===== src/hdl/cachePkg.sv =====
// cache geometry constants
// line state encoding
// address field types and extraction helpers

package cachePkg;

  localparam int wordsPerLine = 8;
  localparam int numLines = 128;

  typedef enum logic [1:0] {
    INVALID  = 2'd0, // line unused
    SHARED   = 2'd1, // clean copy, reads only
    MODIFIED = 2'd3  // only copy, dirty
  } lineStateT;

  typedef logic [30:0] cpuAddrT;  // word address from the CPU
  typedef logic [20:0] tagT;      // address bits 30..10
  typedef logic [6:0]  lineIdxT;  // address bits 9..3
  typedef logic [2:0]  wordOffT;  // word within the line
  typedef logic [9:0]  wordAddrT; // {line, word} into the data memory
  typedef logic [31:0] dataT;

  function automatic tagT tagOf(cpuAddrT addr);
    return addr[30:10];
  endfunction

  function automatic lineIdxT lineOf(cpuAddrT addr);
    return addr[9:3];
  endfunction

  function automatic wordOffT wordOf(cpuAddrT addr);
    return addr[2:0];
  endfunction

endpackage

===== src/hdl/snoopQueue.sv =====
// circular FIFO of snooped address slot words
// head is shown whenever the queue is not empty

module snoopQueue #(
  parameter int queueDepth = 8 // power of two
) (
  input  logic           clock,
  input  logic           reset,
  input  logic           push,
  input  cachePkg::dataT pushWord,
  input  logic           pop,
  output cachePkg::dataT headWord,
  output logic           empty
);
  import cachePkg::*;

  localparam int ptrBits = $clog2(queueDepth);

  dataT               entries [queueDepth];
  logic [ptrBits:0]   wrPtr, rdPtr; // extra bit tells full from empty
  logic               full;

  assign empty    = wrPtr == rdPtr;
  assign full     = (wrPtr[ptrBits] != rdPtr[ptrBits]) &&
                    (wrPtr[ptrBits-1:0] == rdPtr[ptrBits-1:0]);
  assign headWord = entries[rdPtr[ptrBits-1:0]];

  always_ff @(posedge clock) begin
    if (reset) begin
      wrPtr <= '0;
      rdPtr <= '0;
    end else begin
      if (push) wrPtr <= wrPtr + (ptrBits + 1)'(1);
      if (pop) rdPtr <= rdPtr + (ptrBits + 1)'(1);
    end
  end

  always_ff @(posedge clock) begin
    if (push) entries[wrPtr[ptrBits-1:0]] <= pushWord;
  end

  // snooper has no back-pressure, so overflow would lose a snoop
  assert property (@(posedge clock) disable iff (reset) !(push && full))
    else $error("snoop queue pushed while full");
  assert property (@(posedge clock) disable iff (reset) !(pop && empty))
    else $error("snoop queue popped while empty");

endmodule


===== config.mk =====
export PLATFORM = sky130hd
export DESIGN_NAME = snoopQueue
export DESIGN_NICKNAME = d
export VERILOG_FILES = /design/src/hdl/cachePkg.sv /design/src/hdl/snoopQueue.sv
export SDC_FILE = /design/constraint.sdc
export NUM_CORES = 1
export LEC_CHECK = 0
export BUFFER_PORTS_ARGS = -buffer_cell sky130_fd_sc_hd__buf_2
export CORE_MARGIN = 3
export CORE_UTILIZATION = 50
export DETAILED_ROUTE_END_ITERATION = 6
export PLACE_DENSITY = 0.72
export SETUP_SLACK_MARGIN = 0.02
export SYNTH_ARGS = -nofsm -noshare
export SYNTH_HDL_FRONTEND = slang
export SYNTH_SLANG_ARGS = --single-unit

===== constraint.sdc =====
create_clock -name clock -period 6.95 [get_ports clock]
set_input_delay 1.39 -clock clock [delete_from_list [all_inputs] [get_ports clock]]
set_output_delay 1.39 -clock clock [all_outputs]
set_load 0.02 [all_outputs]

==> results.tsv <==
metric	value	unit
status	finished clean	
setup_tns	0	ns
dieHeight	149	µm
cts-root-buf	clkbuf_16	
ys_seq_area_share	77.2	%
drive_above_1_share	33.7	%
htree_levels	1	
fin_crit	4.33	ns
start_util	51.8	%
worst_pin_slew	0.991	ns
clock_latency	0.51	ns
power_density	287	mW/mm²
post_cts_buffers	0	
finalPower	3.36	mW
crit_chain	buf_4 -> mux4_1 -> mux2_2 -> buf_2	
final_common_cell	edfxtp_1	
fin_util	59.1	%
cts.path.max_buffers	3	
post_cts_resize_count	0	
ir_worst_vdd	0.197	mV
core_area	0.0198	mm²
required	5.56	ns
place_hpwl	10100	µm
slew_headroom	34.0	%
ys_ff_latch	267	
dr.pass1.iters	4	
avgRoutedWirePerCell	22.8	µm
synthesis.area	0.0102	mm²
cts.sink_count	267	
hold_viol	0	
synth_nets	463	
rows	51	
port_buffers	68	
antenna_found_initial	1	
cts_hold_buf	0	
maxCapViolCount	0	
rsz0062_at_grt	no	
synth_top_area_share	75.0	%
synth.avg_cell_area	24.1	µm²
hold_path.class	reg -> reg	
gp_congestion	0.731	
ys_warn_count	0	
antenna_cells	0	
start_kind	flip-flop	
wl	18100	µm
yosysUniqueCellTypes	22	
drcViolationCount	0	
drt_iter0_markers	276	
cts_tree	built	
layout.cells.non_filler	793	
clk_pin_slew	0.06	ns
criticalPathCategory	reg -> out	
drtAntennaViolNets	0	
io_pins	69	
syn-instance-count	425	
fmax	231	MHz
grt_pass1_wl	27700	µm
via_count	4478	
grt_max_degree	65	
die_w	149	µm
endpoint_kind	output pin	
critPathArrivalTime	2.94	ns
place_inst	748	
viasPerCell	5.65	
leakage	3.83	nW
yosysTopAreaCell	edfxtp_1	
syn_to_final_growth	14.0	%
setup_viol	0	
timing.final.crit_share	62.3	%
gr-total-overflow	0	
gr-usage-all-layers	16.6	%
fin_worst_skew	0.00544	ns
mostFrequentLayoutCells	edfxtp_1 (256), buf_2 (68), mux4_1 (40)	
grt_pass1_vias	4643	
fin_nets	548	
synthTopCellsByArea	edfxtp_1 (75%), mux4_1 (10%), mux4_2 (5.3%)	
cp_slowest_cell	dfxtp_4	
die_area	0.0222	mm²
max_stage_delay	0.71	ns
slew_violations	0	
cp_max_fo	34	
cts_buffers	25	
path summary, 6_finish.rpt:
| path | from | to | slack (ns) | cells after the start |
|---|---|---|---|---|
| worst min register to register | rdPtr[3] | rdPtr[3] | 0.55 | 2 |
| worst min-delay path | rdPtr[3] | rdPtr[3] | 0.55 | 2 |
| worst max register to register | wrPtr[1] | entries[4][28] | 4.99 | 3 |
| worst max-delay path | flip-flop | headWord[29] | 2.62 | 4 |
metrics by stage:
stage               hold WS, ns  worst slack [ns]  area (µm²)
global route              0.591              2.43       11700
finish                    0.545              2.62       11700
floorplan                 0.470              2.78       10200
CTS                       0.553              2.54       11700
global placement          0.492              3.12       10900
detailed placement        0.497              3.08       10900
report_power, final:
part / total [mW] / switching [mW] / leakage, nW / internal, mW
registers: 1.83 / 0.0284 / 2.42 / 1.81
clock network: 1.26 / 0.525 / 0.373 / 0.735
logic: 0.263 / 0.141 / 1.04 / 0.122
metal layers:
layer / global-route usage (%) / wire [µm]
met5: 0 / 13
met4: 4.35 / 291
met3: 2.77 / 843
met2: 28.4 / 9480
met1: 22.7 / 7460
layout make-up:
class,count,area [µm²]
flip-flops and latches,267,7910
multi-input cells,137,2260
well taps,265,332
clock buffers,33,656
repair buffers,79,423
fillers,1412,8100
clock inverters,12,104
registers in the layout (all words and copies together) (netlist names), named ones only:
name / flops
entries: 256
rdPtr: 4
wrPtr: 4
worst max-delay path: cells and delay by family, from the launching register on:
family | cells | cell delay, ns
multiplexers | 2 | 0.91
flip-flops | 1 | 0.71
buffers and inverters | 2 | 0.75
cells by family (layout without fill, tap and decap cells):
| kind of cell | Yosys count | count (layout) | share of synthesized area [%] |
|---|---|---|---|
| compound gates | 2 | 2 | 0.0976 |
| simple gates | 26 | 26 | 1.12 |
| buf+inv | 21 | 124 | 1.36 |
| xor+xnor | 9 | 9 | 0.769 |
| flops | 267 | 267 | 77.2 |
| fa+ha+maj | 2 | 2 | 0.244 |
| mux | 98 | 98 | 19.2 |
synthesized netlist by cell type (all sizes together):
cell type  number
edfxtp        256
mux4           64
mux2           32
buf            15
nor2           14
dfxtp          11
xor2            7
clkbuf          6
nand2           4
nand2b          3
ha              2
mux2i           2
nor3            2
xnor2           2
a21oi           1
nand4           1
nor4            1
o21ai           1
or3             1
(Power assumes the default switching activity.)
