[src/hdl/ringPkg.sv]
// ring slot type codes
// core id type and core count
// bit positions inside an address slot word

package ringPkg;

  typedef logic [3:0] slotTypeT;
  typedef logic [3:0] coreIdT;

  localparam slotTypeT slotNull      = 4'd0;
  localparam slotTypeT slotAddress   = 4'd1;
  localparam slotTypeT slotWriteData = 4'd2;

  localparam int nCores = 4; // valid sources are 1..nCores

  // address slot word
  //   [29]    read slot: exclusive request, write slot: requested flush
  //   [28]    1 for a read slot, 0 for a write slot
  //   [27:7]  tag
  //   [6:0]   line index, slots always name a whole line
  localparam int slotExclBit  = 29;
  localparam int slotFlushBit = 29;
  localparam int slotReadBit  = 28;
  localparam int slotLineMsb  = 27; // top of the line address
  localparam int slotTagLsb   = 7;  // index sits below this

endpackage

[src/hdl/cachePkg.sv]
// cache geometry constants
// line state encoding
// address field types and extraction helpers

package cachePkg;

  localparam int wordsPerLine = 8;
  localparam int numLines = 128;

  typedef enum logic [1:0] {
    INVALID  = 2'd0, // line unused
    SHARED   = 2'd1, // clean copy, reads only
    MODIFIED = 2'd3  // only copy, dirty
  } lineStateT;

  typedef logic [30:0] cpuAddrT;  // word address from the CPU
  typedef logic [20:0] tagT;      // address bits 30..10
  typedef logic [6:0]  lineIdxT;  // address bits 9..3
  typedef logic [2:0]  wordOffT;  // word within the line
  typedef logic [9:0]  wordAddrT; // {line, word} into the data memory
  typedef logic [31:0] dataT;

  function automatic tagT tagOf(cpuAddrT addr);
    return addr[30:10];
  endfunction

  function automatic lineIdxT lineOf(cpuAddrT addr);
    return addr[9:3];
  endfunction

  function automatic wordOffT wordOf(cpuAddrT addr);
    return addr[2:0];
  endfunction

endpackage
[src/hdl/ringBusIf.sv]
// incoming ring slot plus the read-data return ring
// modports for the driving top level, the snooper and the controller

interface ringBusIf;
  import cachePkg::*;
  import ringPkg::*;

  dataT     ringData;
  slotTypeT slotType;
  coreIdT   source;
  dataT     rdReturn; // refill words from memory
  coreIdT   rdDest;   // which core the refill word is for

  modport driver(output ringData, slotType, source, rdReturn, rdDest);
  modport snoop(input ringData, slotType, source);
  modport controller(input ringData, rdReturn, rdDest);

endinterface

[src/hdl/ringSnoop.sv]
// ring snooper
// checks each foreign read slot against the directory snoop port
// and pushes matching slot words into the snoop queue

module ringSnoop (
  input  ringPkg::coreIdT     coreId,
  ringBusIf.snoop             ring,
  input  cachePkg::tagT       snoopTag,
  input  cachePkg::lineStateT snoopState,
  output cachePkg::lineIdxT   snoopIdx,
  output logic                push,
  output cachePkg::dataT      pushWord
);
  import cachePkg::*;
  import ringPkg::*;

  logic isAddr, isForeign, isRead, tagHit, stateHit;

  assign snoopIdx = ring.ringData[slotTagLsb-1:0]; // comb lookup, same cycle

  assign isAddr    = ring.slotType == slotAddress;
  assign isForeign = (ring.source != '0) && (ring.source <= coreIdT'(nCores)) &&
                     (ring.source != coreId);
  assign isRead    = ring.ringData[slotReadBit];
  assign tagHit    = snoopTag == ring.ringData[slotLineMsb:slotTagLsb];

  // exclusive reads hit any valid copy, plain reads only dirty ones
  assign stateHit = ring.ringData[slotExclBit] ? (snoopState != INVALID)
                                               : (snoopState == MODIFIED);

  assign push     = isAddr && isForeign && isRead && tagHit && stateHit;
  assign pushWord = ring.ringData;

endmodule

[src/flat_wrapper.sv]
// flat-port wrapper written by rule: the top's interface ports become plain ports
module ringSnoop_flat import cachePkg::*; import ringPkg::*;
  (coreId, snoopTag, snoopState, snoopIdx, push, pushWord, ring_ringData, ring_slotType, ring_source);
  ringBusIf ring_i ();
  input  ringPkg::coreIdT coreId;
  input  cachePkg::tagT snoopTag;
  input  cachePkg::lineStateT snoopState;
  output cachePkg::lineIdxT snoopIdx;
  output logic push;
  output cachePkg::dataT pushWord;
  input wire logic [$bits(ring_i.ringData)-1:0] ring_ringData;
  input wire logic [$bits(ring_i.slotType)-1:0] ring_slotType;
  input wire logic [$bits(ring_i.source)-1:0] ring_source;
  assign ring_i.ringData = ring_ringData;
  assign ring_i.slotType = ring_slotType;
  assign ring_i.source = ring_source;
  ringSnoop u_core (.coreId(coreId), .ring(ring_i), .snoopTag(snoopTag), .snoopState(snoopState), .snoopIdx(snoopIdx), .push(push), .pushWord(pushWord));
endmodule
[config.mk]
export PLATFORM = sky130hd
export DESIGN_NAME = ringSnoop_flat
export DESIGN_NICKNAME = d
export VERILOG_FILES = /design/src/hdl/ringPkg.sv /design/src/hdl/cachePkg.sv /design/src/hdl/ringBusIf.sv /design/src/hdl/ringSnoop.sv /design/src/flat_wrapper.sv
export SDC_FILE = /design/constraint.sdc
export NUM_CORES = 1
export LEC_CHECK = 0
export BUFFER_PORTS_ARGS = -buffer_cell sky130_fd_sc_hd__buf_4
export CAP_MARGIN = 25
export CORE_MARGIN = 2
export CORE_UTILIZATION = 28
export DETAILED_ROUTE_END_ITERATION = 8
export GPL_TIMING_DRIVEN = 1
export PLACE_DENSITY = 0.83
export SLEW_MARGIN = 30
export SYNTH_ARGS = -nofsm -noshare
export SYNTH_HDL_FRONTEND = slang
export SYNTH_SLANG_ARGS = --single-unit
[constraint.sdc]
create_clock -name vclk -period 1.7
set_input_delay 0.17 -clock vclk [all_inputs]
set_output_delay 0.17 -clock vclk [all_outputs]
set_load 0.05 [all_outputs]
==> results_dict.tcl, run 1 <==
set metrics [dict create \
    critPathTopFamily "simple AND/OR/NAND/NOR gates" \
    ctsHoldBuffers 0 \
    cp-start-kind "input pin" \
    crit_fanout 1 \
    vias 637 \
    fin_cells 150 \
    vias_per_cell 4.247 \
    syn_area_per_cell_sq_um 7.732 \
    grt_pass1_wl_um 2835 \
    placed_cells 150 \
    overflow 0 \
    leakagePower_nw 0.5252 \
    seq_cell_count 0 \
    postSynthCellCount 78 \
    period_needed_ns 1.702 \
    syn-num-nets 145 \
    drc 0 \
    tns_ns -0.001991 \
    yosysUniqueCellTypes 10 \
    grt_pass1_vias 672 \
    status "finished with violations" \
    rows 16 \
    slew_headroom_pct 80.13 \
    yosys_warnings 0 \
    drt_iter0_drc 2 \
    critPathSlowestCell "or4_4" \
    die-area_sq_um 2541 \
    crit_chain "buf_6 > or4_4 > nor4_4 > nand4_1 > nor4_4 > buf_6" \
    port_buffers 82 \
    post-cts-setup-buffers 0 \
    cpPeakStageDelay_ns 0.54 \
    rsz0062_at_grt "true" \
    drive_gt1_share_pct 70.73 \
    place_congestion 0.6757 \
    nets 192 \
    ir_drop_v 0.0001509 \
    core_sq_um 2002 \
    pin_count 107 \
    initial_core_util_pct 30.12 \
    hold_path_depth 0 \
    hold_path_class "in2out" \
    power_mw 0.3387 \
    slew_viol_final 0 \
    nFillCells 204 \
    max_freq_mhz 587.5 \
    finalCritPeriodShare_pct 100.1 \
    grt_start_max_net_pins 4 \
    place_hpwl_um 1642 \
    area_growth_pct 69.09 \
    yosysSeqAreaShare_pct 0 \
    track_usage_pct 13.94 \
    path_depth 6 \
    clockBufferCount 0 \
    hold_viol 0 \
    worst_slew_pin_slew_ns 0.2943 \
    chipWidth_um 50.41 \
    detail-route-antenna-nets 0 \
    die_h_um 50.41 \
    grt_antenna_before_repair 0 \
    path_class "in2out" \
    antenna-diode-count 0 \
    critPathBufInv 2 \
    endpoint_kind "output port" \
    wl_um 1849 \
    maxCapViolations 0 \
    final_core_util_pct 50.94 \
    firstDrtPassIters 2 \
    required_ns 1.53 \
    setup_viol 1 \
    arrival_ns 1.53 \
    synth_area_sq_um 603.1 \
    violations "setup timing" \
    avgRoutedWirePerCell_um 12.33 \
    seqCellArea_sq_um 0 \
    power_density_nw_per_um2 332.2 \
    setup_ws_ns -0.001991 \
]
cell usage after synthesis:
master    count  area (sq um)
nand4_1       3         18.77
or4_1         1         7.510
xnor2_1       9         78.83
xor2_1       17         148.9
nor4_1        5         31.28
o211ai_1      1         7.510
nor2_1        1         3.750
a21oi_1       1         5.000
buf_4        39         292.8
o41ai_1       1         8.760
logic make-up (layout without fill, tap and decap cells):
logic type / count (synthesis) / after routing / share of synthesized area, %
AND/OR/NAND/NOR: 10 / 10 / 10.17
XOR/XNOR: 26 / 26 / 37.76
AO/OA/AOI/OAI: 3 / 3 / 3.527
buffers and inverters: 39 / 84 / 48.55
worst paths after layout:
| kind | endpoint | slack (ns) | from |
|---|---|---|---|
| setup / recovery | push | -0.002 | ring_slotType[1] |
| hold / removal | pushWord[5] | 0.34 | ring_ringData[5] |
layer usage:
metal	part of all wire, %	track usage, %	up-vias
met3	11	2.976	4
met2	62	31.80	44
met1	26	11.29	277
met4	1.2	3.153	0
met5	0	0	-
li1	-	-	312
where the power goes:
group | leakage [nW] | total, mW | switching (mW) | internal [mW]
combinational | 0.525 | 0.339 | 0.178 | 0.160
sequential | 0 | 0 | 0 | 0
clock | 0 | 0 | 0 | 0
what timing repair did:
| item | 4_1_cts | 5_1_grt |
|---|---|---|
| endpoints found under the setup margin | 1 | 1 |
| pin swaps | 4 | 0 |
| endpoints found under the hold margin | 0 | 0 |
| gates resized for setup | 6 | 0 |
layout make-up:
cell class	instances	area (sq um)	share of cell area, %
well taps	27	33.78	3.313
repair buffers	84	641.9	62.94
multi-input cells	39	344.1	33.74
cells in the final DEF, fill, tap and decap left out:
cell / n
xor2_1: 17
buf_6: 3
nor2_1: 1
a21oi_1: 1
xnor2_1: 9
o211ai_1: 1
or4_4: 1
nor4_4: 2
nand4_1: 3
buf_4: 81
o41ai_1: 1
nor4_1: 3
through the flow:
step,cell area (sq um),setup WS [ns],hold slack (ns)
CTS,1020,-0.03554,0.3409
detailed placement,989.7,-0.1697,0.3409
global route,1020,-0.08118,0.3401
finish,1020,-0.001991,0.3400
global placement,989.7,-0.1347,0.3409
floorplan,618.1,-0.09992,0.5071
Note: power is estimated with default switching activity, not from simulation.
==> run 2: changes to the inputs <==
clock period = 2 ns   (was 1.7 ns; I/O delays follow)
==> run 2 against run 1 <==
Sequential cell count unchanged. Routed wire length down 8.7%. Highest routed layer is now met3. The flow now finishes without violations. Global-route usage down 1.5 points. Largest power group unchanged. Cell count unchanged. Worst setup slack better by 0.16 ns. Non-clock buffer count unchanged. Combinational power down 17%.
==> results_dict.tcl, run 2 (synthesis gave the netlist of run 1 again) <==
set metrics [dict create \
    grt_antenna_before_repair 0 \
    fin_cells 150 \
    path_class "in2out" \
    place_hpwl_um 1592 \
    port_buffers 82 \
    seqCellArea_sq_um 0 \
    rsz0062_at_grt "false" \
    placed_cells 150 \
    max_freq_mhz 543.0 \
    period_needed_ns 1.841 \
    vias_per_cell 4.307 \
    vias 646 \
    endpoint_kind "output port" \
    cp-start-kind "input pin" \
    setup_viol 0 \
    drive_gt1_share_pct 69.92 \
    nets 192 \
    avgRoutedWirePerCell_um 11.26 \
    whs_ns 0.4000 \
    hold_viol 0 \
    initial_core_util_pct 30.12 \
    overflow 0 \
    core_sq_um 2002 \
    seq_cell_count 0 \
    wl_um 1689 \
    power_density_nw_per_um2 283.4 \
    area_growth_pct 65.77 \
    slew_viol_final 0 \
    firstDrtPassIters 2 \
    chipWidth_um 50.41 \
    drc 0 \
    arrival_ns 1.64 \
    detail-route-antenna-nets 0 \
    ir_drop_v 0.0001459 \
    power_mw 0.2833 \
    layout_common_cells "buf_4, xor2_1, xnor2_1" \
    ctsHoldBuffers 0 \
    slew_headroom_pct 76.71 \
    track_usage_pct 12.39 \
    leakagePower_nw 0.5179 \
    finalCritPeriodShare_pct 92.07 \
    die_h_um 50.41 \
    nFillCells 194 \
    drt_iter0_drc 1 \
    final_core_util_pct 49.94 \
    status "completed" \
    grt_pass1_vias 666 \
    pre_cts_ws_ns -0.02872 \
    worst_slew_pin_slew_ns 0.3449 \
    grt_pass1_wl_um 2546 \
    die-area_sq_um 2541 \
    maxCapViolations 0 \
    rows 16 \
    antenna-diode-count 0 \
    grt_start_max_net_pins 4 \
    clockBufferCount 0 \
    hold_path_class "in2out" \
    layout_commonest_cell "buf_4" \
    hold_path_depth 0 \
    place_congestion 0.6239 \
    crit_fanout 2 \
    worst_hold_path.endpoint "pushWord[6]" \
    setup_ws_ns 0.1585 \
    hold_start "ring_ringData[6]" \
    required_ns 1.80 \
    pin_count 107 \
]
## run 2: changes by cell type in the layout (fill, tap and decap cells not counted)
cell / delta
buf_4: +2
or4_4: -1
or4_1: +1
nor4_2: +1
buf_6: -2
nor4_4: -1
## run 2: final cells by class
class	count	area (sq um)	share of cell area, %
repair buffers	84	634.4	63.45
multi-input cells	39	331.6	33.17
well taps	27	33.78	3.379
## run 2: worst max path at each step
stage | startpoint | end | slack [ns] | depth (start not counted)
5_1_grt | ring_source[3] | push | 0.07 | 6
2_1_floorplan | ring_source[3] | push | 0.06 | 4
4_1_cts | ring_source[3] | push | 0.003 | 6
3_5_place_dp | ring_source[3] | push | -0.03 | 6
6_report | ring_source[3] | push | 0.16 | 6
3_3_place_gp | ring_source[3] | push | 0.03 | 6
## run 2: routing by layer
| metal | GRT usage (%) | part of all wire [%] |
|---|---|---|
| met3 | 2.976 | 16 |
| met1 | 10.93 | 28 |
| met5 | 0 | 0 |
| met2 | 28.07 | 55 |
| met4 | 0.4505 | 0 |
## run 2: critical path: stages
cell and delay, ns:
buf_4 0.11, or4_1 0.53, nor4_2 0.17, nand4_1 0.18, nor4_4 0.25, buf_6 0.19
## run 2: stage by stage
step                cell area [sq um]   TNS, ns
floorplan                       618.1         0
global placement                989.7         0
detailed placement              989.7  -0.02872
CTS                             999.7         0
global route                    999.7         0
finish                          999.7         0
## run 2: report_power, final
group	switching, mW	internal (mW)
Clock	0	0
Sequential	0	0
Combinational	0.149	0.134
Total	0.149	0.134
## run 2: what timing repair did
item | 4_1_cts | 5_1_grt
gates resized for setup | 2 | 0
pin swaps | 1 | 2
setup endpoints to repair | 1 | 1
buffers inserted | 0 | 0
