[src/hdl/ringPkg.sv]
// ring slot type codes
// core id type and core count
// bit positions inside an address slot word

package ringPkg;

  typedef logic [3:0] slotTypeT;
  typedef logic [3:0] coreIdT;

  localparam slotTypeT slotNull      = 4'd0;
  localparam slotTypeT slotAddress   = 4'd1;
  localparam slotTypeT slotWriteData = 4'd2;

  localparam int nCores = 4; // valid sources are 1..nCores

  // address slot word
  //   [29]    read slot: exclusive request, write slot: requested flush
  //   [28]    1 for a read slot, 0 for a write slot
  //   [27:7]  tag
  //   [6:0]   line index, slots always name a whole line
  localparam int slotExclBit  = 29;
  localparam int slotFlushBit = 29;
  localparam int slotReadBit  = 28;
  localparam int slotLineMsb  = 27; // top of the line address
  localparam int slotTagLsb   = 7;  // index sits below this

endpackage

[src/hdl/cachePkg.sv]
// cache geometry constants
// line state encoding
// address field types and extraction helpers

package cachePkg;

  localparam int wordsPerLine = 8;
  localparam int numLines = 128;

  typedef enum logic [1:0] {
    INVALID  = 2'd0, // line unused
    SHARED   = 2'd1, // clean copy, reads only
    MODIFIED = 2'd3  // only copy, dirty
  } lineStateT;

  typedef logic [30:0] cpuAddrT;  // word address from the CPU
  typedef logic [20:0] tagT;      // address bits 30..10
  typedef logic [6:0]  lineIdxT;  // address bits 9..3
  typedef logic [2:0]  wordOffT;  // word within the line
  typedef logic [9:0]  wordAddrT; // {line, word} into the data memory
  typedef logic [31:0] dataT;

  function automatic tagT tagOf(cpuAddrT addr);
    return addr[30:10];
  endfunction

  function automatic lineIdxT lineOf(cpuAddrT addr);
    return addr[9:3];
  endfunction

  function automatic wordOffT wordOf(cpuAddrT addr);
    return addr[2:0];
  endfunction

endpackage
[src/hdl/ringBusIf.sv]
// incoming ring slot plus the read-data return ring
// modports for the driving top level, the snooper and the controller

interface ringBusIf;
  import cachePkg::*;
  import ringPkg::*;

  dataT     ringData;
  slotTypeT slotType;
  coreIdT   source;
  dataT     rdReturn; // refill words from memory
  coreIdT   rdDest;   // which core the refill word is for

  modport driver(output ringData, slotType, source, rdReturn, rdDest);
  modport snoop(input ringData, slotType, source);
  modport controller(input ringData, rdReturn, rdDest);

endinterface

[src/hdl/cacheController.sv]
// cache controller FSM
// CPU hit handling, miss with optional victim eviction, refill capture
// snoop service with flush and downgrade, ring slot generation

module cacheController (
  input  logic                clock,
  input  logic                reset,
  input  ringPkg::coreIdT     coreId,
  input  cachePkg::cpuAddrT   aq,
  input  logic                read,
  input  cachePkg::dataT      wq,
  input  logic                selDCache,
  ringBusIf.controller        ring,
  input  cachePkg::dataT      headWord,
  input  logic                empty,
  input  cachePkg::tagT       dirTag,
  input  cachePkg::lineStateT dirState,
  input  cachePkg::dataT      memReadData,
  input  logic                dcAcquireToken,
  output logic                pop,
  output cachePkg::lineIdxT   dirIdx,
  output logic                dirWrite,
  output cachePkg::tagT       dirNewTag,
  output cachePkg::lineStateT dirNewState,
  output cachePkg::wordAddrT  memAddr,
  output logic                memWrite,
  output cachePkg::dataT      memWriteData,
  output cachePkg::wordAddrT  fillAddr,
  output logic                fillEn,
  output cachePkg::dataT      fillData,
  output cachePkg::dataT      rqDCache,
  output logic                wrq,
  output logic                rwq,
  output logic                done,
  output cachePkg::dataT      dcRingOut,
  output ringPkg::slotTypeT   dcSlotTypeOut,
  output ringPkg::coreIdT     dcSourceOut,
  output logic                dcDriveRing,
  output logic                dcWantsToken
);
  import cachePkg::*;
  import ringPkg::*;

  typedef enum logic [2:0] {
    idle, lookup, waitToken, sendVictim, sendWriteAddr, waitRefill, finish, flushWaitToken
  } ctrlStateT;

  ctrlStateT state;
  wordOffT   wordCnt, nextCnt;  // victim word on the ring
  wordOffT   fillCnt;           // next refill word expected
  logic      refilling, lastFill;
  logic      doFlush, snoopFlush, doneQ;
  lineIdxT   flushIdx;
  dataT      flushRequest;      // write-address slot sent after the victim
  dataT      readSlot, missWaSlot, snoopWaSlot;
  logic      cpuReq, hit, snoopTake, snoopHit, needFlush, downgrade;
  tagT       headTag;
  lineIdxT   headIdx;
  logic      headExcl;

  assign headTag  = headWord[slotLineMsb:slotTagLsb];
  assign headIdx  = headWord[slotTagLsb-1:0];
  assign headExcl = headWord[slotExclBit];

  assign cpuReq    = selDCache && !doneQ; // selDCache may linger a cycle past done
  assign snoopTake = (state == idle) && !empty; // snoops go before the CPU
  assign snoopHit  = (dirTag == headTag) && (dirState != INVALID);
  assign needFlush = snoopHit && (dirState == MODIFIED);
  assign downgrade = snoopHit && (headExcl || dirState == MODIFIED);

  assign hit = (dirTag == tagOf(aq)) &&
               (read ? (dirState != INVALID) : (dirState == MODIFIED));

  // slot words
  always_comb begin
    readSlot = '0;
    readSlot[slotLineMsb:0] = aq[30:3];
    readSlot[slotReadBit] = 1'b1;
    readSlot[slotExclBit] = !read; // writes need the only copy
    missWaSlot = '0;
    missWaSlot[slotLineMsb:slotTagLsb] = dirTag; // victim tag
    missWaSlot[slotTagLsb-1:0] = lineOf(aq);
    snoopWaSlot = '0;
    snoopWaSlot[slotLineMsb:0] = headWord[slotLineMsb:0];
    snoopWaSlot[slotFlushBit] = 1'b1;
  end

  // directory port
  assign pop         = snoopTake;
  assign dirIdx      = snoopTake ? headIdx : lineOf(aq);
  assign lastFill    = fillEn && (fillCnt == wordOffT'(wordsPerLine - 1));
  assign dirWrite    = lastFill || (snoopTake && downgrade);
  assign dirNewTag   = lastFill ? tagOf(aq) : dirTag;
  assign dirNewState = lastFill ? (read ? SHARED : MODIFIED)
                                : (headExcl ? INVALID : SHARED);

  // data memory port, flush address runs one word ahead of the ring
  assign nextCnt = wordCnt + 3'd1;
  always_comb begin
    case (state)
      idle:           memAddr = snoopTake ? {headIdx, 3'd0} : {lineOf(aq), wordOf(aq)};
      waitToken:      memAddr = {flushIdx, 3'd0};
      flushWaitToken: memAddr = {flushIdx, 2'b00, dcAcquireToken};
      sendVictim:     memAddr = {flushIdx, nextCnt};
      default:        memAddr = {lineOf(aq), wordOf(aq)};
    endcase
  end
  assign memWrite     = (state == lookup) && hit && !read;
  assign memWriteData = wq;

  // refill from the return ring
  assign fillEn   = refilling && (ring.rdDest == coreId);
  assign fillAddr = {lineOf(aq), fillCnt};
  assign fillData = ring.rdReturn;

  // CPU side
  assign done     = (state == lookup) && hit;
  assign wrq      = done && read;
  assign rwq      = done && !read;
  assign rqDCache = memReadData;

  // ring side
  assign dcWantsToken = (state == waitToken) || (state == flushWaitToken);
  assign dcDriveRing  = (dcWantsToken && dcAcquireToken) ||
                        (state == sendVictim) || (state == sendWriteAddr);
  assign dcSourceOut  = coreId;
  always_comb begin
    dcSlotTypeOut = slotNull;
    dcRingOut = '0;
    case (state)
      waitToken: begin
        dcSlotTypeOut = slotAddress;
        dcRingOut = readSlot;
      end
      flushWaitToken, sendVictim: begin
        dcSlotTypeOut = slotWriteData;
        dcRingOut = memReadData;
      end
      sendWriteAddr: begin
        dcSlotTypeOut = slotAddress;
        dcRingOut = flushRequest;
      end
      default: ;
    endcase
  end

  always_ff @(posedge clock) begin
    if (reset) begin
      state      <= idle;
      wordCnt    <= '0;
      doFlush    <= 1'b0;
      snoopFlush <= 1'b0;
      doneQ      <= 1'b0;
    end else begin
      doneQ <= done;
      case (state)
        idle: begin
          if (snoopTake) begin
            if (needFlush) begin
              state <= flushWaitToken;
              snoopFlush <= 1'b1;
            end
          end else if (cpuReq) begin
            state <= lookup;
          end
        end
        lookup: begin
          if (hit) begin
            state <= idle;
          end else begin
            state <= waitToken;
            doFlush <= dirState == MODIFIED;
            snoopFlush <= 1'b0;
          end
        end
        waitToken: begin
          if (dcAcquireToken) begin
            wordCnt <= '0;
            state <= doFlush ? sendVictim : waitRefill;
          end
        end
        flushWaitToken: begin
          if (dcAcquireToken) begin
            wordCnt <= 3'd1; // word 0 went out with the grant
            state <= sendVictim;
          end
        end
        sendVictim: begin
          wordCnt <= nextCnt;
          if (wordCnt == wordOffT'(wordsPerLine - 1)) state <= sendWriteAddr;
        end
        sendWriteAddr: state <= snoopFlush ? idle : waitRefill;
        waitRefill:    if (!refilling || lastFill) state <= finish;
        finish:        state <= lookup; // memory read of aq in flight
        default:       state <= idle;
      endcase
    end
  end

  always_ff @(posedge clock) begin
    if (snoopTake && needFlush) begin
      flushIdx <= headIdx;
      flushRequest <= snoopWaSlot;
    end else if (state == lookup && !hit) begin
      flushIdx <= lineOf(aq);
      flushRequest <= missWaSlot;
    end
  end

  // refill words may already arrive while the victim is still going out
  always_ff @(posedge clock) begin
    if (reset) begin
      refilling <= 1'b0;
      fillCnt <= '0;
    end else if (state == waitToken && dcAcquireToken) begin
      refilling <= 1'b1;
      fillCnt <= '0;
    end else if (fillEn) begin
      fillCnt <= fillCnt + 3'd1;
      if (lastFill) refilling <= 1'b0;
    end
  end

  // ring bursts start only on a grant, token request is held until granted
  assert property (@(posedge clock) disable iff (reset)
    dcDriveRing && !dcAcquireToken |-> $past(dcDriveRing))
    else $error("ring driven without a token");
  assert property (@(posedge clock) disable iff (reset)
    dcWantsToken && !dcAcquireToken |=> dcWantsToken)
    else $error("token request dropped before grant");

endmodule

[src/flat_wrapper.sv]
// flat-port wrapper written by rule: the top's interface ports become plain ports
module cacheController_flat import cachePkg::*; import ringPkg::*;
  (clock, reset, coreId, aq, read, wq, selDCache, headWord, empty, dirTag, dirState, memReadData, dcAcquireToken, pop, dirIdx, dirWrite, dirNewTag, dirNewState, memAddr, memWrite, memWriteData, fillAddr, fillEn, fillData, rqDCache, wrq, rwq, done, dcRingOut, dcSlotTypeOut, dcSourceOut, dcDriveRing, dcWantsToken, ring_ringData, ring_rdReturn, ring_rdDest);
  ringBusIf ring_i ();
  input  logic clock;
  input  logic reset;
  input  ringPkg::coreIdT coreId;
  input  cachePkg::cpuAddrT aq;
  input  logic read;
  input  cachePkg::dataT wq;
  input  logic selDCache;
  input  cachePkg::dataT headWord;
  input  logic empty;
  input  cachePkg::tagT dirTag;
  input  cachePkg::lineStateT dirState;
  input  cachePkg::dataT memReadData;
  input  logic dcAcquireToken;
  output logic pop;
  output cachePkg::lineIdxT dirIdx;
  output logic dirWrite;
  output cachePkg::tagT dirNewTag;
  output cachePkg::lineStateT dirNewState;
  output cachePkg::wordAddrT memAddr;
  output logic memWrite;
  output cachePkg::dataT memWriteData;
  output cachePkg::wordAddrT fillAddr;
  output logic fillEn;
  output cachePkg::dataT fillData;
  output cachePkg::dataT rqDCache;
  output logic wrq;
  output logic rwq;
  output logic done;
  output cachePkg::dataT dcRingOut;
  output ringPkg::slotTypeT dcSlotTypeOut;
  output ringPkg::coreIdT dcSourceOut;
  output logic dcDriveRing;
  output logic dcWantsToken;
  input wire logic [$bits(ring_i.ringData)-1:0] ring_ringData;
  input wire logic [$bits(ring_i.rdReturn)-1:0] ring_rdReturn;
  input wire logic [$bits(ring_i.rdDest)-1:0] ring_rdDest;
  assign ring_i.ringData = ring_ringData;
  assign ring_i.rdReturn = ring_rdReturn;
  assign ring_i.rdDest = ring_rdDest;
  cacheController u_core (.clock(clock), .reset(reset), .coreId(coreId), .aq(aq), .read(read), .wq(wq), .selDCache(selDCache), .ring(ring_i), .headWord(headWord), .empty(empty), .dirTag(dirTag), .dirState(dirState), .memReadData(memReadData), .dcAcquireToken(dcAcquireToken), .pop(pop), .dirIdx(dirIdx), .dirWrite(dirWrite), .dirNewTag(dirNewTag), .dirNewState(dirNewState), .memAddr(memAddr), .memWrite(memWrite), .memWriteData(memWriteData), .fillAddr(fillAddr), .fillEn(fillEn), .fillData(fillData), .rqDCache(rqDCache), .wrq(wrq), .rwq(rwq), .done(done), .dcRingOut(dcRingOut), .dcSlotTypeOut(dcSlotTypeOut), .dcSourceOut(dcSourceOut), .dcDriveRing(dcDriveRing), .dcWantsToken(dcWantsToken));
endmodule
[config.mk]
export PLATFORM = sky130hd
export DESIGN_NAME = cacheController_flat
export DESIGN_NICKNAME = d
export VERILOG_FILES = /design/src/hdl/ringPkg.sv /design/src/hdl/cachePkg.sv /design/src/hdl/ringBusIf.sv /design/src/hdl/cacheController.sv /design/src/flat_wrapper.sv
export SDC_FILE = /design/constraint.sdc
export NUM_CORES = 1
export LEC_CHECK = 0
export ABC_AREA = 1
export BUFFER_PORTS_ARGS = -buffer_cell sky130_fd_sc_hd__buf_2
export CORE_AREA = 8 8 158 160
export DETAILED_ROUTE_END_ITERATION = 16
export DIE_AREA = 0 0 166 168
export SKIP_LAST_GASP = 1
export SLEW_MARGIN = 30
export SYNTH_ARGS = -nofsm -noshare
export SYNTH_HDL_FRONTEND = slang
export SYNTH_SLANG_ARGS = --single-unit
[constraint.sdc]
create_clock -name clock -period 4.1 [get_ports clock]
set_input_delay 0.82 -clock clock [delete_from_list [all_inputs] [get_ports clock]]
set_output_delay 0.82 -clock clock [all_outputs]
set_load 0.02 [all_outputs]
==> summary.md <==
| Metric | Value |
|---|---|
| Period utilization | 80.5% |
| Clk pin slew, worst setup/hold paths | 0.07 ns |
| Routability congestion estimate | 0.818 |
| DP HPWL | 15700 um |
| CTS Buf Count | 5 |
| Post-synth ARST share | 0% |
| Sw Share | 50.1% |
| PnR worst setup slack | 0.801 ns |
| Setup_tns | 0 ns |
| IO Count | 423 |
| Starting Density | 19.9% |
| Post-CTS resize count | 0 |
| Final nets | 1060 |
| EDFF count, synth | 28 |
| Top Family by Delay on Critical Path | flip-flops |
| Proportion of layout cells with a drive suffix above 1 | 34.3% |
| Register area share after synthesis | 25.2% |
| Setup repair bufs after CTS | 0 |
| CTS max path bufs | 2 |
| Most used flip-flop cell after synthesis | edfxtp_1 |
| H-tree levels | 2 |
| Worst slew pin tran | 0.847 ns |
| First-pass GRT wire length | 28100 um |
| Routed Antenna Nets | 0 |
| Latest clock arrival within the worst-skew pair | 0.30 ns |
| M1 WL | 7850 um |
| Crit-path max FO | 15 |
| Slew Limit Headroom | 43.3% |
| Setup WS pre-CTS | 0.840 ns |
| Status | finished clean |
| R2R cell count | 7 |
| Grt ovf | 0 |
| Sequential Area | 1120 um2 |
| Initial antenna violation count | 0 |
| Comb pwr share | 58.6% |
| Vias in the first global route | 4689 |
| Initial DRC Count | 261 |
| Die Height | 168 um |
| Via/cell ratio | 4.17 |
| Sequential share of power | 24.3% |
| Setup slack, reg-to-reg | 1.60 ns |
| Crit Path Class | register to primary output |
| Internal Dissipation | 0.00131 W |
| Placed inst area | 5150 um2 |
| CTS Hold Bufs | 0 |
| Design area | 5340 um2 |
| Max Clock Skew | 0.00581 ns |
| Reg2reg start | u_core.state[1] |
| Max frequency | 303 MHz |
| # clock sinks | 42 |
| IO buf count | 257 |
| Crit start category | register |
| Crit. Startpoint | u_core.state[1] |
| Cell count after synthesis | 705 |
| Largest net degree at the start of global routing | 31 |
| Wire length per cell | 17.0 um |
| Mapped Area | 4440 um2 |
| Cell Count Post-Placement | 1105 |
| Multi-input combinational cell area | 2000 um2 |
| YS warnings | 0 |
| Critical Path Sink | memAddr[2] |
| Core area | 22400 um2 |
| VDD IR-drop max | 143 uV |
| CP Capture Type | primary output |
| Uppermost layer routed | met4 |
| Fillers | 2561 |
| Req. time, crit path | 3.28 ns |
| R2r endpoint | u_core.flushRequest[26] |
| Distinct cells, synth | 32 |
| DRC errors left | 0 |
| Via count | 4640 |
| Slew Limit Fails | 0 |
| Max cap viols | 0 |
| DR pass1 iterations | 5 |
| Yosys reg bits | 42 |
| Min Tclk post-route | 3.30 ns |
| Die X | 166 um |
| Psw | 0.00131 W |
| Critical path depth | 6 |
| DRT Wirelength | 18900 um |
| CP max-delay cell | dfxtp_1 |
| RSZ-0062 raised after global routing | false |
| Row Count | 55 |
| Pleak | 2.89 nW |
| Highest cell delay on the worst timing path | 0.66 ns |
| Finish-stage setup viols | 0 |
| Critical path buffer and inverter count | 2 |
| CTS Root Cell | clkbuf_16 |
| GRT Total Usage | 13.1% |
| HP Class | register to register |
| Crit path cell chain | inv_1 > nand2_1 > nand2_1 > a21oi_1 > o21ai_0 > buf_2 |
| Final Hold Fails | 0 |
| Ant diodes | 0 |
| Clock network power share | 17.1% |
| Pwr Density | 490 nW/um2 |
| Routed wl met2 | 9270 um |
| CP dominant cell by count | nand2_1 |
| CTS tree | yes |
| P&R area growth vs syn | 20.2% |
| Mapped Avg Cell Area | 6.30 um2 |
| CP arrival | 2.48 ns |
| Die ar. | 27900 um2 |
| Met3 WL | 1370 um |
| Finished Layout Cells | 1114 |
==> through the flow <==
step                      hold slack (ns)  power (W)  util, %
after CTS                           0.464    0.00266     23.7
final                               0.465    0.00262     23.9
after floorplan                     0.419    0.00170        -
after global routing                0.489    0.00283     23.9
after global placement              0.458    0.00218     23.0
after detailed placement            0.446    0.00219     23.0
==> layout make-up <==
type,count,share of cell area [%]
Multi-Input combinational cell,425,37.5
Inverter,90,6.35
Clock inverter,2,0.188
Sequential cell,42,21.0
Tap cell,285,6.68
Timing Repair Buffer,264,25.5
Clock buffer,6,2.81
==> worst register-to-register path: stages (launching register included) <==
cell     delay (ns)
dfxtp_1        0.48
inv_1          0.26
nand2_2        0.12
nor2_4         0.15
nand2_2        0.09
nor2_4         0.18
nand4_4        0.17
nand2_2        0.67
==> cells in the final DEF (no fill, tap or decap), types with 4 or more instances in the layout <==
master and instances:
dfxtp_1 14, nand3_1 9, inv_1 89, a22oi_1 7, nor2_1 48, buf_4 6, o211ai_1 26, a21oi_1 21
edfxtp_1 28, o21ai_0 62, xnor2_1 5, ha_1 4, nor2_4 4, nand2_2 5, nand2_1 216, buf_2 257
clkbuf_16 6
==> flip-flops by register name, summed over array words and instances, names as in the netlist <==
name / flops
u_core.flushRequest: 29
u_core.fillCnt: 3
u_core.state: 3
u_core.wordCnt: 3
u_core.doFlush: 1
u_core.doneQ: 1
u_core.refilling: 1
u_core.snoopFlush: 1
==> synthesized netlist by cell type, types with 4 or more instances <==
master / number / area [um2]
a21oi_1: 21 / 105
xnor2_1: 5 / 43.8
inv_1: 89 / 334
nand3_1: 9 / 45.0
nand2_2: 4 / 25.0
o211ai_1: 26 / 195
nor2_1: 49 / 184
dfxtp_1: 14 / 280
buf_2: 4 / 20.0
ha_1: 4 / 50.1
o21ai_0: 62 / 310
a22oi_1: 7 / 52.6
buf_4: 110 / 826
edfxtp_1: 28 / 841
clkbuf_1: 32 / 120
nand2_1: 217 / 815
==> power by group through the flow <==
| stage | logic (W) | clock network [W] | registers (W) |
|---|---|---|---|
| 5_1_grt | 0.00169 | 0.000488 | 0.000648 |
| 6_report | 0.00153 | 0.000449 | 0.000635 |
| 3_5_place_dp | 0.00154 | 0 | 0.000645 |
| 3_3_place_gp | 0.00153 | 0 | 0.000643 |
| 4_1_cts | 0.00155 | 0.000477 | 0.000635 |
| 2_1_floorplan | 0.00109 | 0 | 0.000612 |
==> routing by layer <==
metal  up-vias  track usage, %
met3        32            3.79
met1      2052            15.0
met4         0            3.91
met5         -               0
met2       214            23.2
li1       2342               -
==> cell families after synthesis <==
kind of cell / after synthesis / synth area share (%)
AO/OA/AOI/OAI: 122 / 15.8
XOR/XNOR: 8 / 1.58
adder cells (fa/ha/maj): 4 / 1.13
buffers and inverters: 239 / 30.0
flip-flops: 42 / 25.2
other: 1 / 0.0844
AND/OR/NAND/NOR: 289 / 26.2
==> how the worst min path moves through the flow <==
stage                            start                      end  slack, ns  depth (start not counted)
2_1_floorplan  u_core.flushRequest[29]  u_core.flushRequest[29]       0.42                          2
3_3_place_gp         u_core.wordCnt[1]        u_core.wordCnt[1]       0.46                          2
3_5_place_dp   u_core.flushRequest[29]  u_core.flushRequest[29]       0.45                          2
4_1_cts        u_core.flushRequest[29]  u_core.flushRequest[29]       0.46                          2
5_1_grt              u_core.wordCnt[2]        u_core.wordCnt[2]       0.49                          2
6_report       u_core.flushRequest[29]  u_core.flushRequest[29]       0.47                          2
Note: power is estimated with default switching activity, not from simulation.
